<file path="src/logic/fm_audio_pkg.sv">
package fm_audio_pkg;

    // One internal clock enable every six external enables
    localparam int CEN_DIV   = 6;
    localparam int NUM_SLOTS = 24;  // Operator slots per sample

    // Timer counters
    localparam int TIMER_A_W        = 10;
    localparam int TIMER_B_W        = 8;
    localparam int TIMER_B_PRESCALE = 16;  // Samples per timer B step

    // PCM input and sound output
    localparam int PCM_W      = 8;
    localparam int SND_W      = 16;
    localparam int PCM_OFFSET = 128;  // Offset-binary zero level

endpackage

</file>
<file path="src/logic/fm_regs_pkg.sv">
package fm_regs_pkg;

    // Register numbers, part I only
    localparam logic [7:0] REG_TIMER_A_HI = 8'h24;  // Timer A bits 9..2
    localparam logic [7:0] REG_TIMER_A_LO = 8'h25;  // Timer A bits 1..0
    localparam logic [7:0] REG_TIMER_B    = 8'h26;
    localparam logic [7:0] REG_TIMER_CTRL = 8'h27;
    localparam logic [7:0] REG_PCM_DATA   = 8'h2A;
    localparam logic [7:0] REG_PCM_EN     = 8'h2B;  // Enable in bit 7
    localparam logic [7:0] REG_PAN_CH6    = 8'hB6;  // Left bit 7, right bit 6

    // Bits of register 0x27
    localparam int CTRL_LOAD_A   = 0;
    localparam int CTRL_LOAD_B   = 1;
    localparam int CTRL_IRQ_EN_A = 2;
    localparam int CTRL_IRQ_EN_B = 3;
    localparam int CTRL_CLR_A    = 4;  // Write 1 to clear flag A
    localparam int CTRL_CLR_B    = 5;

    // Status byte layout
    localparam int STAT_FLAG_A = 0;
    localparam int STAT_FLAG_B = 1;
    localparam int STAT_BUSY   = 7;

    // Busy time after a data write, in cen cycles
    localparam int BUSY_CYCLES = 32;

endpackage

</file>
<file path="src/logic/fm_chip_top.sv">
module fm_chip_top (
    input  logic                                     clk,
    input  logic                                     rst_n,
    input  logic                                     cen,    // External clock enable
    input  logic [7:0]                               din,
    input  logic [1:0]                               addr,   // Bit 1 not decoded
    input  logic                                     cs_n,
    input  logic                                     wr_n,
    output logic [7:0]                               dout,
    output logic                                     irq_n,
    output logic signed [fm_audio_pkg::SND_W-1:0]    snd_left,
    output logic signed [fm_audio_pkg::SND_W-1:0]    snd_right,
    output logic                                     snd_sample
);
    import fm_regs_pkg::*;
    import fm_audio_pkg::*;

    logic                   write;
    logic                   busy;
    logic                   zero;   // One clock per sample
    logic [TIMER_A_W-1:0]   value_a;
    logic [TIMER_B_W-1:0]   value_b;
    logic                   load_a;
    logic                   load_b;
    logic                   irq_en_a;
    logic                   irq_en_b;
    logic                   clr_flag_a;
    logic                   clr_flag_b;
    logic                   flag_a;
    logic                   flag_b;
    logic [PCM_W-1:0]       pcm;
    logic                   pcm_en;
    logic [1:0]             rl;

    assign write = !cs_n && !wr_n;

    // Status byte
    always_comb begin
        dout              = '0;
        dout[STAT_BUSY]   = busy;
        dout[STAT_FLAG_B] = flag_b;
        dout[STAT_FLAG_A] = flag_a;
    end

    fm_mmr u_mmr (
        .clk        ( clk        ),
        .rst_n      ( rst_n      ),
        .cen        ( cen        ),
        .write      ( write      ),
        .addr_sel   ( addr[0]    ),
        .din        ( din        ),
        .busy       ( busy       ),
        .zero       ( zero       ),
        .value_a    ( value_a    ),
        .value_b    ( value_b    ),
        .load_a     ( load_a     ),
        .load_b     ( load_b     ),
        .irq_en_a   ( irq_en_a   ),
        .irq_en_b   ( irq_en_b   ),
        .clr_flag_a ( clr_flag_a ),
        .clr_flag_b ( clr_flag_b ),
        .pcm        ( pcm        ),
        .pcm_en     ( pcm_en     ),
        .rl         ( rl         )
    );

    fm_timers u_timers (
        .clk        ( clk        ),
        .rst_n      ( rst_n      ),
        .zero       ( zero       ),
        .value_a    ( value_a    ),
        .value_b    ( value_b    ),
        .load_a     ( load_a     ),
        .load_b     ( load_b     ),
        .irq_en_a   ( irq_en_a   ),
        .irq_en_b   ( irq_en_b   ),
        .clr_flag_a ( clr_flag_a ),
        .clr_flag_b ( clr_flag_b ),
        .flag_a     ( flag_a     ),
        .flag_b     ( flag_b     ),
        .irq_n      ( irq_n      )
    );

    // Channel 6 PCM is the only sound source
    fm_dac_out u_dac (
        .clk        ( clk        ),
        .rst_n      ( rst_n      ),
        .zero       ( zero       ),
        .pcm        ( pcm        ),
        .pcm_en     ( pcm_en     ),
        .rl         ( rl         ),
        .snd_left   ( snd_left   ),
        .snd_right  ( snd_right  ),
        .snd_sample ( snd_sample )
    );

endmodule

</file>
<file path="src/logic/fm_dac_out.sv">
module fm_dac_out (
    input  logic                                     clk,
    input  logic                                     rst_n,
    input  logic                                     zero,
    input  logic [fm_audio_pkg::PCM_W-1:0]           pcm,
    input  logic                                     pcm_en,
    input  logic [1:0]                               rl,
    output logic signed [fm_audio_pkg::SND_W-1:0]    snd_left,
    output logic signed [fm_audio_pkg::SND_W-1:0]    snd_right,
    output logic                                     snd_sample
);
    import fm_audio_pkg::*;

    logic signed [PCM_W-1:0]    pcm_s;  // Two's complement sample
    logic signed [SND_W-1:0]    pcm_snd;

    // Remove the offset-binary bias
    assign pcm_s = signed'(pcm - PCM_W'(PCM_OFFSET));

    // Sample sits in the top bits, i.e. times 256
    always_comb begin
        pcm_snd = '0;
        if (pcm_en) begin
            pcm_snd = {pcm_s, {(SND_W - PCM_W){1'b0}}};
        end
    end

    always_ff @(posedge clk or negedge rst_n) begin
        if (!rst_n) begin
            snd_left   <= '0;
            snd_right  <= '0;
            snd_sample <= 1'b0;
        end else begin
            snd_sample <= zero;  // Aligned with the new output values
            if (zero) begin
                snd_left  <= rl[1] ? pcm_snd : '0;
                snd_right <= rl[0] ? pcm_snd : '0;
            end
        end
    end

    // Samples are many clocks apart
    a_sample_single: assert property (@(posedge clk) disable iff (!rst_n)
        snd_sample |=> !snd_sample);

endmodule

</file>
<file path="src/logic/fm_mmr.sv">
module fm_mmr (
    input  logic                                 clk,
    input  logic                                 rst_n,
    input  logic                                 cen,
    input  logic                                 write,
    input  logic                                 addr_sel,
    input  logic [7:0]                           din,
    output logic                                 busy,
    output logic                                 zero,
    output logic [fm_audio_pkg::TIMER_A_W-1:0]   value_a,
    output logic [fm_audio_pkg::TIMER_B_W-1:0]   value_b,
    output logic                                 load_a,
    output logic                                 load_b,
    output logic                                 irq_en_a,
    output logic                                 irq_en_b,
    output logic                                 clr_flag_a,
    output logic                                 clr_flag_b,
    output logic [fm_audio_pkg::PCM_W-1:0]       pcm,
    output logic                                 pcm_en,
    output logic [1:0]                           rl
);
    import fm_regs_pkg::*;
    import fm_audio_pkg::*;

    logic [7:0]                         reg_sel;   // Latched register number
    logic                               data_wr;
    logic [$clog2(BUSY_CYCLES)-1:0]     busy_cnt;
    logic [$clog2(CEN_DIV)-1:0]         cen_cnt;
    logic [$clog2(NUM_SLOTS)-1:0]       slot;
    logic                               clk_en;

    assign data_wr = write && addr_sel;

    always_ff @(posedge clk or negedge rst_n) begin
        if (!rst_n) begin
            reg_sel    <= '0;
            value_a    <= '0;
            value_b    <= '0;
            load_a     <= 1'b0;
            load_b     <= 1'b0;
            irq_en_a   <= 1'b0;
            irq_en_b   <= 1'b0;
            clr_flag_a <= 1'b0;
            clr_flag_b <= 1'b0;
            pcm_en     <= 1'b0;
            rl         <= 2'b11;  // Both sides on
        end else begin
            clr_flag_a <= 1'b0;
            clr_flag_b <= 1'b0;
            if (write && !addr_sel) begin
                reg_sel <= din;
            end
            if (data_wr) begin
                case (reg_sel)
                    REG_TIMER_A_HI: value_a[TIMER_A_W-1:2] <= din;
                    REG_TIMER_A_LO: value_a[1:0] <= din[1:0];
                    REG_TIMER_B:    value_b <= din;
                    REG_TIMER_CTRL: begin
                        load_a     <= din[CTRL_LOAD_A];
                        load_b     <= din[CTRL_LOAD_B];
                        irq_en_a   <= din[CTRL_IRQ_EN_A];
                        irq_en_b   <= din[CTRL_IRQ_EN_B];
                        clr_flag_a <= din[CTRL_CLR_A];  // Pulse, self clearing
                        clr_flag_b <= din[CTRL_CLR_B];
                    end
                    REG_PCM_EN:     pcm_en <= din[7];
                    REG_PAN_CH6:    rl <= din[7:6];
                    default: ;
                endcase
            end
        end
    end

    // PCM sample word
    always_ff @(posedge clk or negedge rst_n) begin
        if (!rst_n) begin
            pcm <= '0;
        end else if (data_wr && reg_sel == REG_PCM_DATA) begin
            pcm <= din;
        end
    end

    always_ff @(posedge clk or negedge rst_n) begin
        if (!rst_n) begin
            busy     <= 1'b0;
            busy_cnt <= '0;
        end else if (data_wr) begin
            busy     <= 1'b1;  // A write restarts the count
            busy_cnt <= '0;
        end else if (busy && cen) begin
            if (busy_cnt == ($clog2(BUSY_CYCLES))'(BUSY_CYCLES - 1)) begin
                busy <= 1'b0;
            end
            busy_cnt <= busy_cnt + 1'b1;
        end
    end

    // Internal clock enable and slot counter
    assign clk_en = cen && (cen_cnt == ($clog2(CEN_DIV))'(CEN_DIV - 1));
    assign zero   = clk_en && (slot == ($clog2(NUM_SLOTS))'(NUM_SLOTS - 1));

    always_ff @(posedge clk or negedge rst_n) begin
        if (!rst_n) begin
            cen_cnt <= '0;
            slot    <= '0;
        end else if (cen) begin
            cen_cnt <= clk_en ? '0 : cen_cnt + 1'b1;
            if (clk_en) begin
                slot <= zero ? '0 : slot + 1'b1;  // Wrap after the last slot
            end
        end
    end

    // Divider and slot counters never leave their range
    a_counters_in_range: assert property (@(posedge clk) disable iff (!rst_n)
        (cen_cnt < CEN_DIV) && (slot < NUM_SLOTS));

    // Busy is gone once a full count of cen cycles passes without a write
    a_busy_bounded: assert property (@(posedge clk) disable iff (!rst_n)
        (data_wr ##1 (cen && !data_wr) [*BUSY_CYCLES + 1]) |-> !busy);

endmodule

</file>
<file path="src/logic/fm_timers.sv">
module fm_timers (
    input  logic                                 clk,
    input  logic                                 rst_n,
    input  logic                                 zero,
    input  logic [fm_audio_pkg::TIMER_A_W-1:0]   value_a,
    input  logic [fm_audio_pkg::TIMER_B_W-1:0]   value_b,
    input  logic                                 load_a,
    input  logic                                 load_b,
    input  logic                                 irq_en_a,
    input  logic                                 irq_en_b,
    input  logic                                 clr_flag_a,
    input  logic                                 clr_flag_b,
    output logic                                 flag_a,
    output logic                                 flag_b,
    output logic                                 irq_n
);
    import fm_audio_pkg::*;

    logic [TIMER_A_W-1:0]                   cnt_a;
    logic [TIMER_B_W-1:0]                   cnt_b;
    logic [$clog2(TIMER_B_PRESCALE)-1:0]    presc_b;
    logic                                   load_a_d;
    logic                                   load_b_d;
    logic                                   start_a;
    logic                                   start_b;
    logic                                   step_b;
    logic                                   ovf_a;
    logic                                   ovf_b;

    // Counting begins on the rising edge of the load bit
    assign start_a = load_a && !load_a_d;
    assign start_b = load_b && !load_b_d;

    assign step_b = zero && (presc_b == ($clog2(TIMER_B_PRESCALE))'(TIMER_B_PRESCALE - 1));
    assign ovf_a  = load_a && !start_a && zero && (&cnt_a);
    assign ovf_b  = load_b && !start_b && step_b && (&cnt_b);

    always_ff @(posedge clk or negedge rst_n) begin
        if (!rst_n) begin
            load_a_d <= 1'b0;
            load_b_d <= 1'b0;
            cnt_a    <= '0;
            cnt_b    <= '0;
            presc_b  <= '0;
        end else begin
            load_a_d <= load_a;
            load_b_d <= load_b;
            if (start_a) begin
                cnt_a <= value_a;
            end else if (load_a && zero) begin
                cnt_a <= ovf_a ? value_a : cnt_a + 1'b1;  // Reload on wrap
            end
            if (start_b) begin
                cnt_b   <= value_b;
                presc_b <= '0;
            end else if (load_b && zero) begin
                presc_b <= presc_b + 1'b1;
                if (step_b) begin
                    cnt_b <= ovf_b ? value_b : cnt_b + 1'b1;
                end
            end
        end
    end

    // Setting wins over a clear in the same clock
    always_ff @(posedge clk or negedge rst_n) begin
        if (!rst_n) begin
            flag_a <= 1'b0;
            flag_b <= 1'b0;
        end else begin
            if (ovf_a && irq_en_a) flag_a <= 1'b1;
            else if (clr_flag_a)   flag_a <= 1'b0;
            if (ovf_b && irq_en_b) flag_b <= 1'b1;
            else if (clr_flag_b)   flag_b <= 1'b0;
        end
    end

    assign irq_n = !(flag_a || flag_b);

    a_flag_on_zero: assert property (@(posedge clk) disable iff (!rst_n)
        ($rose(flag_a) || $rose(flag_b)) |-> $past(zero));

endmodule

</file>
<file path="config.mk">
export PLATFORM = sky130hd
export DESIGN_NAME = fm_chip_top
export DESIGN_NICKNAME = d
export VERILOG_FILES = /design/src/logic/fm_audio_pkg.sv /design/src/logic/fm_regs_pkg.sv /design/src/logic/fm_chip_top.sv /design/src/logic/fm_dac_out.sv /design/src/logic/fm_mmr.sv /design/src/logic/fm_timers.sv
export SDC_FILE = /design/constraint.sdc
export NUM_CORES = 1
export LEC_CHECK = 0
export BUFFER_PORTS_ARGS = -buffer_cell sky130_fd_sc_hd__buf_2
export CAP_MARGIN = 20
export CORE_ASPECT_RATIO = 2
export CORE_MARGIN = 2
export CORE_UTILIZATION = 40
export CTS_CLUSTER_SIZE = 30
export DETAILED_ROUTE_END_ITERATION = 8
export PLACE_DENSITY_LB_ADDON = 0.3
export SYNTH_ARGS = -nofsm -noshare
export SYNTH_HDL_FRONTEND = slang
export SYNTH_SLANG_ARGS = --single-unit
</file>
<file path="constraint.sdc">
create_clock -name clk -period 2.6 [get_ports clk]
set_clock_uncertainty 0.1 [all_clocks]
set_input_delay 0.52 -clock clk [delete_from_list [all_inputs] [get_ports clk]]
set_output_delay 0.52 -clock clk [all_outputs]
set_load 0.01 [all_outputs]
</file>
==> impl_results.md <==
* Avg Inst Size Synth at between 10 and 15 sq um
* Critical Path End Type: register
* Synth cell types at approximately 60
* WP buf/inv at 1
* Pre-CTS setup slack at ~270 ps
* Effective utilization at floorplan at 0.409
* Global route total overflow at 0
* Pwr Total at 0.00375 W
* FFs w/ async S/R, synth at 1.00
* GPL Wtd Cong at 0.879
* Final setup margin at 328 ps
* Fin crit share at 0.874
* Die area at approximately 0.013 sq mm
* Crit start category: register
* Clk slew on worst S/H paths at 70 ps
* Cells resized by post-CTS repair at 0
* Commonest non-fill, non-tap cell in the layout: dfrtp_1
* Clock Root Buffer: clkbuf_16
* I/O Buffers at 34
* RSZ-0062 raised after global routing: no
* R2R Path Start: u_mmr.cen_cnt[1]
* Sequential area share after synthesis at 0.524
* Fin. Hold Viols at 0
* R2R cell count at 6
* Share of layout cells above drive strength 1 at 0.252
* Final setup viols at 0
* DRC at 0
* Crit Path Category: reg -> reg
* IO Count at 57
* Most frequent cells in the layout: 98 x dfrtp_1, 49 x nand2_1, 43 x mux2_2, 33 x buf_2, 30 x nand3_1
* Number of max-cap violations at 0
* End of the critical path: u_timers.cnt_b[3]
* ANT nets after route at 0
* Number of synthesized flops with an enable pin at 0
* Setup TNS at 0 ps
* Layout Nets at between 500 and 600
* Flop2flop setup slack at 330 ps
* Final min period at between 2000 and 2500 ps
* Worst VDD drop at 0.507 mV
* H-tree depth at 3
* Syn Std Cell Area at 0.00478 sq mm
* CP Data Required Time at around 2800 ps
* Die width at just over 80 um
* DR WL/cell at 16.3 um
* Vias in the first global route at between 3000 and 4000
* Fin Hold WS at 68.8 ps
* Final WL at 10300 um
* Vias/cell at 5.36
* DP Wirelength at roughly 7800 um
* Ant diodes at 0
* Slew Limit Fails at 0
* Highest-delay cell along the critical path: nor4_4
* Cts bufs inserted at 9
* Initial antenna violation count at 0
* First-pass GRT wire length at 17100 um
* Delay-heaviest family, CP: simple AND/OR/NAND/NOR gates
* Area growth syn-to-layout at 13.0%
* F_max at 440 MHz
* GRT Util Overall at 0.174
* Clock sink total at 100
* Mapped Cells at 437
* Pwr Density at 695 mW/mm^2
* Static Leak at ~2.5 nW
* Worst stage delay on the critical path at between 600 and 700 ps
* Worst-Margin Slew at 645 ps
* Min-Delay Path Class: in -> async
* Final Util at 0.462
* Number of cells on the critical path at 6
* DR vias at about 3400
* Cts hold-fix bufs at 0
* Clock Tree Buf Depth at 2
* CTS tree: built
* Primary FF master, synth: dfrtp_1
* Row Count at 56
* Crit-path max FO at 10
* Detailed Routing Iterations Pass 1 at 4
* Largest net degree at the start of global routing at 45
* Die Ht at approximately 160 um
* R2r endpoint: u_timers.cnt_b[3]
* Post-CTS setup buffer count at 0
* Status: completed
* Initial DRC count at 171
* Number of synthesized register bits at 100
* Core box area at about 0.012 sq mm
* Worst Setup SP: u_mmr.cen_cnt[1]
* WP data arrival at ~2400 ps
* Clk_lat worst skew at 340 ps
* Crit path cell chain: inv_1 > ha_1 > nand4_1 > nor4_4 > a21oi_2 > a311oi_1
* Slew HR at 0.567
* Ys Warns at 0
-- metal layers --
metal	wire, um	track usage
met1	3810	0.190
met3	374	0.0346
met4	239	0.0710
met5	0	0
met2	5840	0.318
-- Yosys cell counts (all sizes together), types with 4 or more instances --
| library cell | instances | share of area |
|---|---|---|
| inv | 16 | 0.013 |
| nor3 | 11 | 0.015 |
| and3 | 5 | 0.0065 |
| clkbuf | 5 | 0.0039 |
| mux2i | 6 | 0.013 |
| o32ai | 4 | 0.0073 |
| buf | 29 | 0.042 |
| and2 | 4 | 0.0052 |
| nand4 | 8 | 0.014 |
| ha | 8 | 0.021 |
| o21ai | 29 | 0.030 |
| and4 | 4 | 0.0079 |
| nor4 | 4 | 0.0084 |
| a21oi | 15 | 0.017 |
| mux2 | 43 | 0.10 |
| nand2 | 49 | 0.038 |
| dfrtp | 98 | 0.51 |
| nand3 | 30 | 0.031 |
| nor2 | 19 | 0.016 |
| a21o | 5 | 0.0079 |
| o31ai | 5 | 0.0089 |
-- through the flow --
stage,cell area [sq um],std cells
finish,5400,630
global route,5400,630
CTS,5400,630
detailed placement,5090,614
global placement,5090,614
floorplan,4860,457
-- area by class of cell --
| class | instances | area (sq um) |
|---|---|---|
| well taps | 145 | 181 |
| inverters | 16 | 60.1 |
| clock buffers | 10 | 239 |
| clock inverters | 6 | 68.8 |
| flip-flops and latches | 100 | 2500 |
| fillers | 1076 | 6300 |
| repair buffers | 46 | 275 |
| multi-input cells | 307 | 2070 |
-- power breakdown --
group / total, W / leakage, nW / internal (W) / switching [W]
Combinational: 0.000460 / 1.08 / 0.000208 / 0.000252
Clock: 0.00137 / 0.150 / 0.000781 / 0.000587
Sequential: 0.00193 / 1.32 / 0.00174 / 0.000187
Total: 0.00375 / 2.54 / 0.00273 / 0.00103
-- flip-flops by register name (all words and copies together), names as in the netlist, 2 cells and up --
signal / count
u_mmr.value_b: 8
u_mmr.rl: 2
u_timers.cnt_a: 10
u_mmr.pcm: 8
u_dac.snd_right: 8
u_mmr.reg_sel: 8
u_timers.cnt_b: 8
u_mmr.busy_cnt: 5
u_dac.snd_left: 8
u_mmr.slot: 5
u_timers.presc_b: 4
u_mmr.cen_cnt: 3
u_mmr.value_a: 10
-- worst min-delay path by stage --
| stage | slack (ps) | end | from |
|---|---|---|---|
| after global routing | 110 | u_mmr.reg_sel[7] | rst_n |
| after floorplan | 120 | u_dac.snd_left[10] | rst_n |
| after detailed placement | 320 | u_timers.flag_a | u_mmr.clr_flag_a |
| final | 70 | u_mmr.reg_sel[7] | rst_n |
| after CTS | 80 | u_mmr.reg_sel[7] | rst_n |
| after global placement | 320 | u_timers.flag_b | u_mmr.clr_flag_b |
-- logic make-up after synthesis --
| logic type | after synthesis | share of synthesized area |
|---|---|---|
| buffers and inverters | 50 | 0.0586 |
| other | 1 | 0.000784 |
| AOI/OAI and AO/OA | 77 | 0.103 |
| DFF | 100 | 0.524 |
| adders and majority gates | 8 | 0.0209 |
| and+or+nand+nor | 147 | 0.170 |
| xor gates and xnor gates | 5 | 0.00916 |
| muxes | 49 | 0.114 |
No activity file was read; power rests on OpenSTA's default activity.
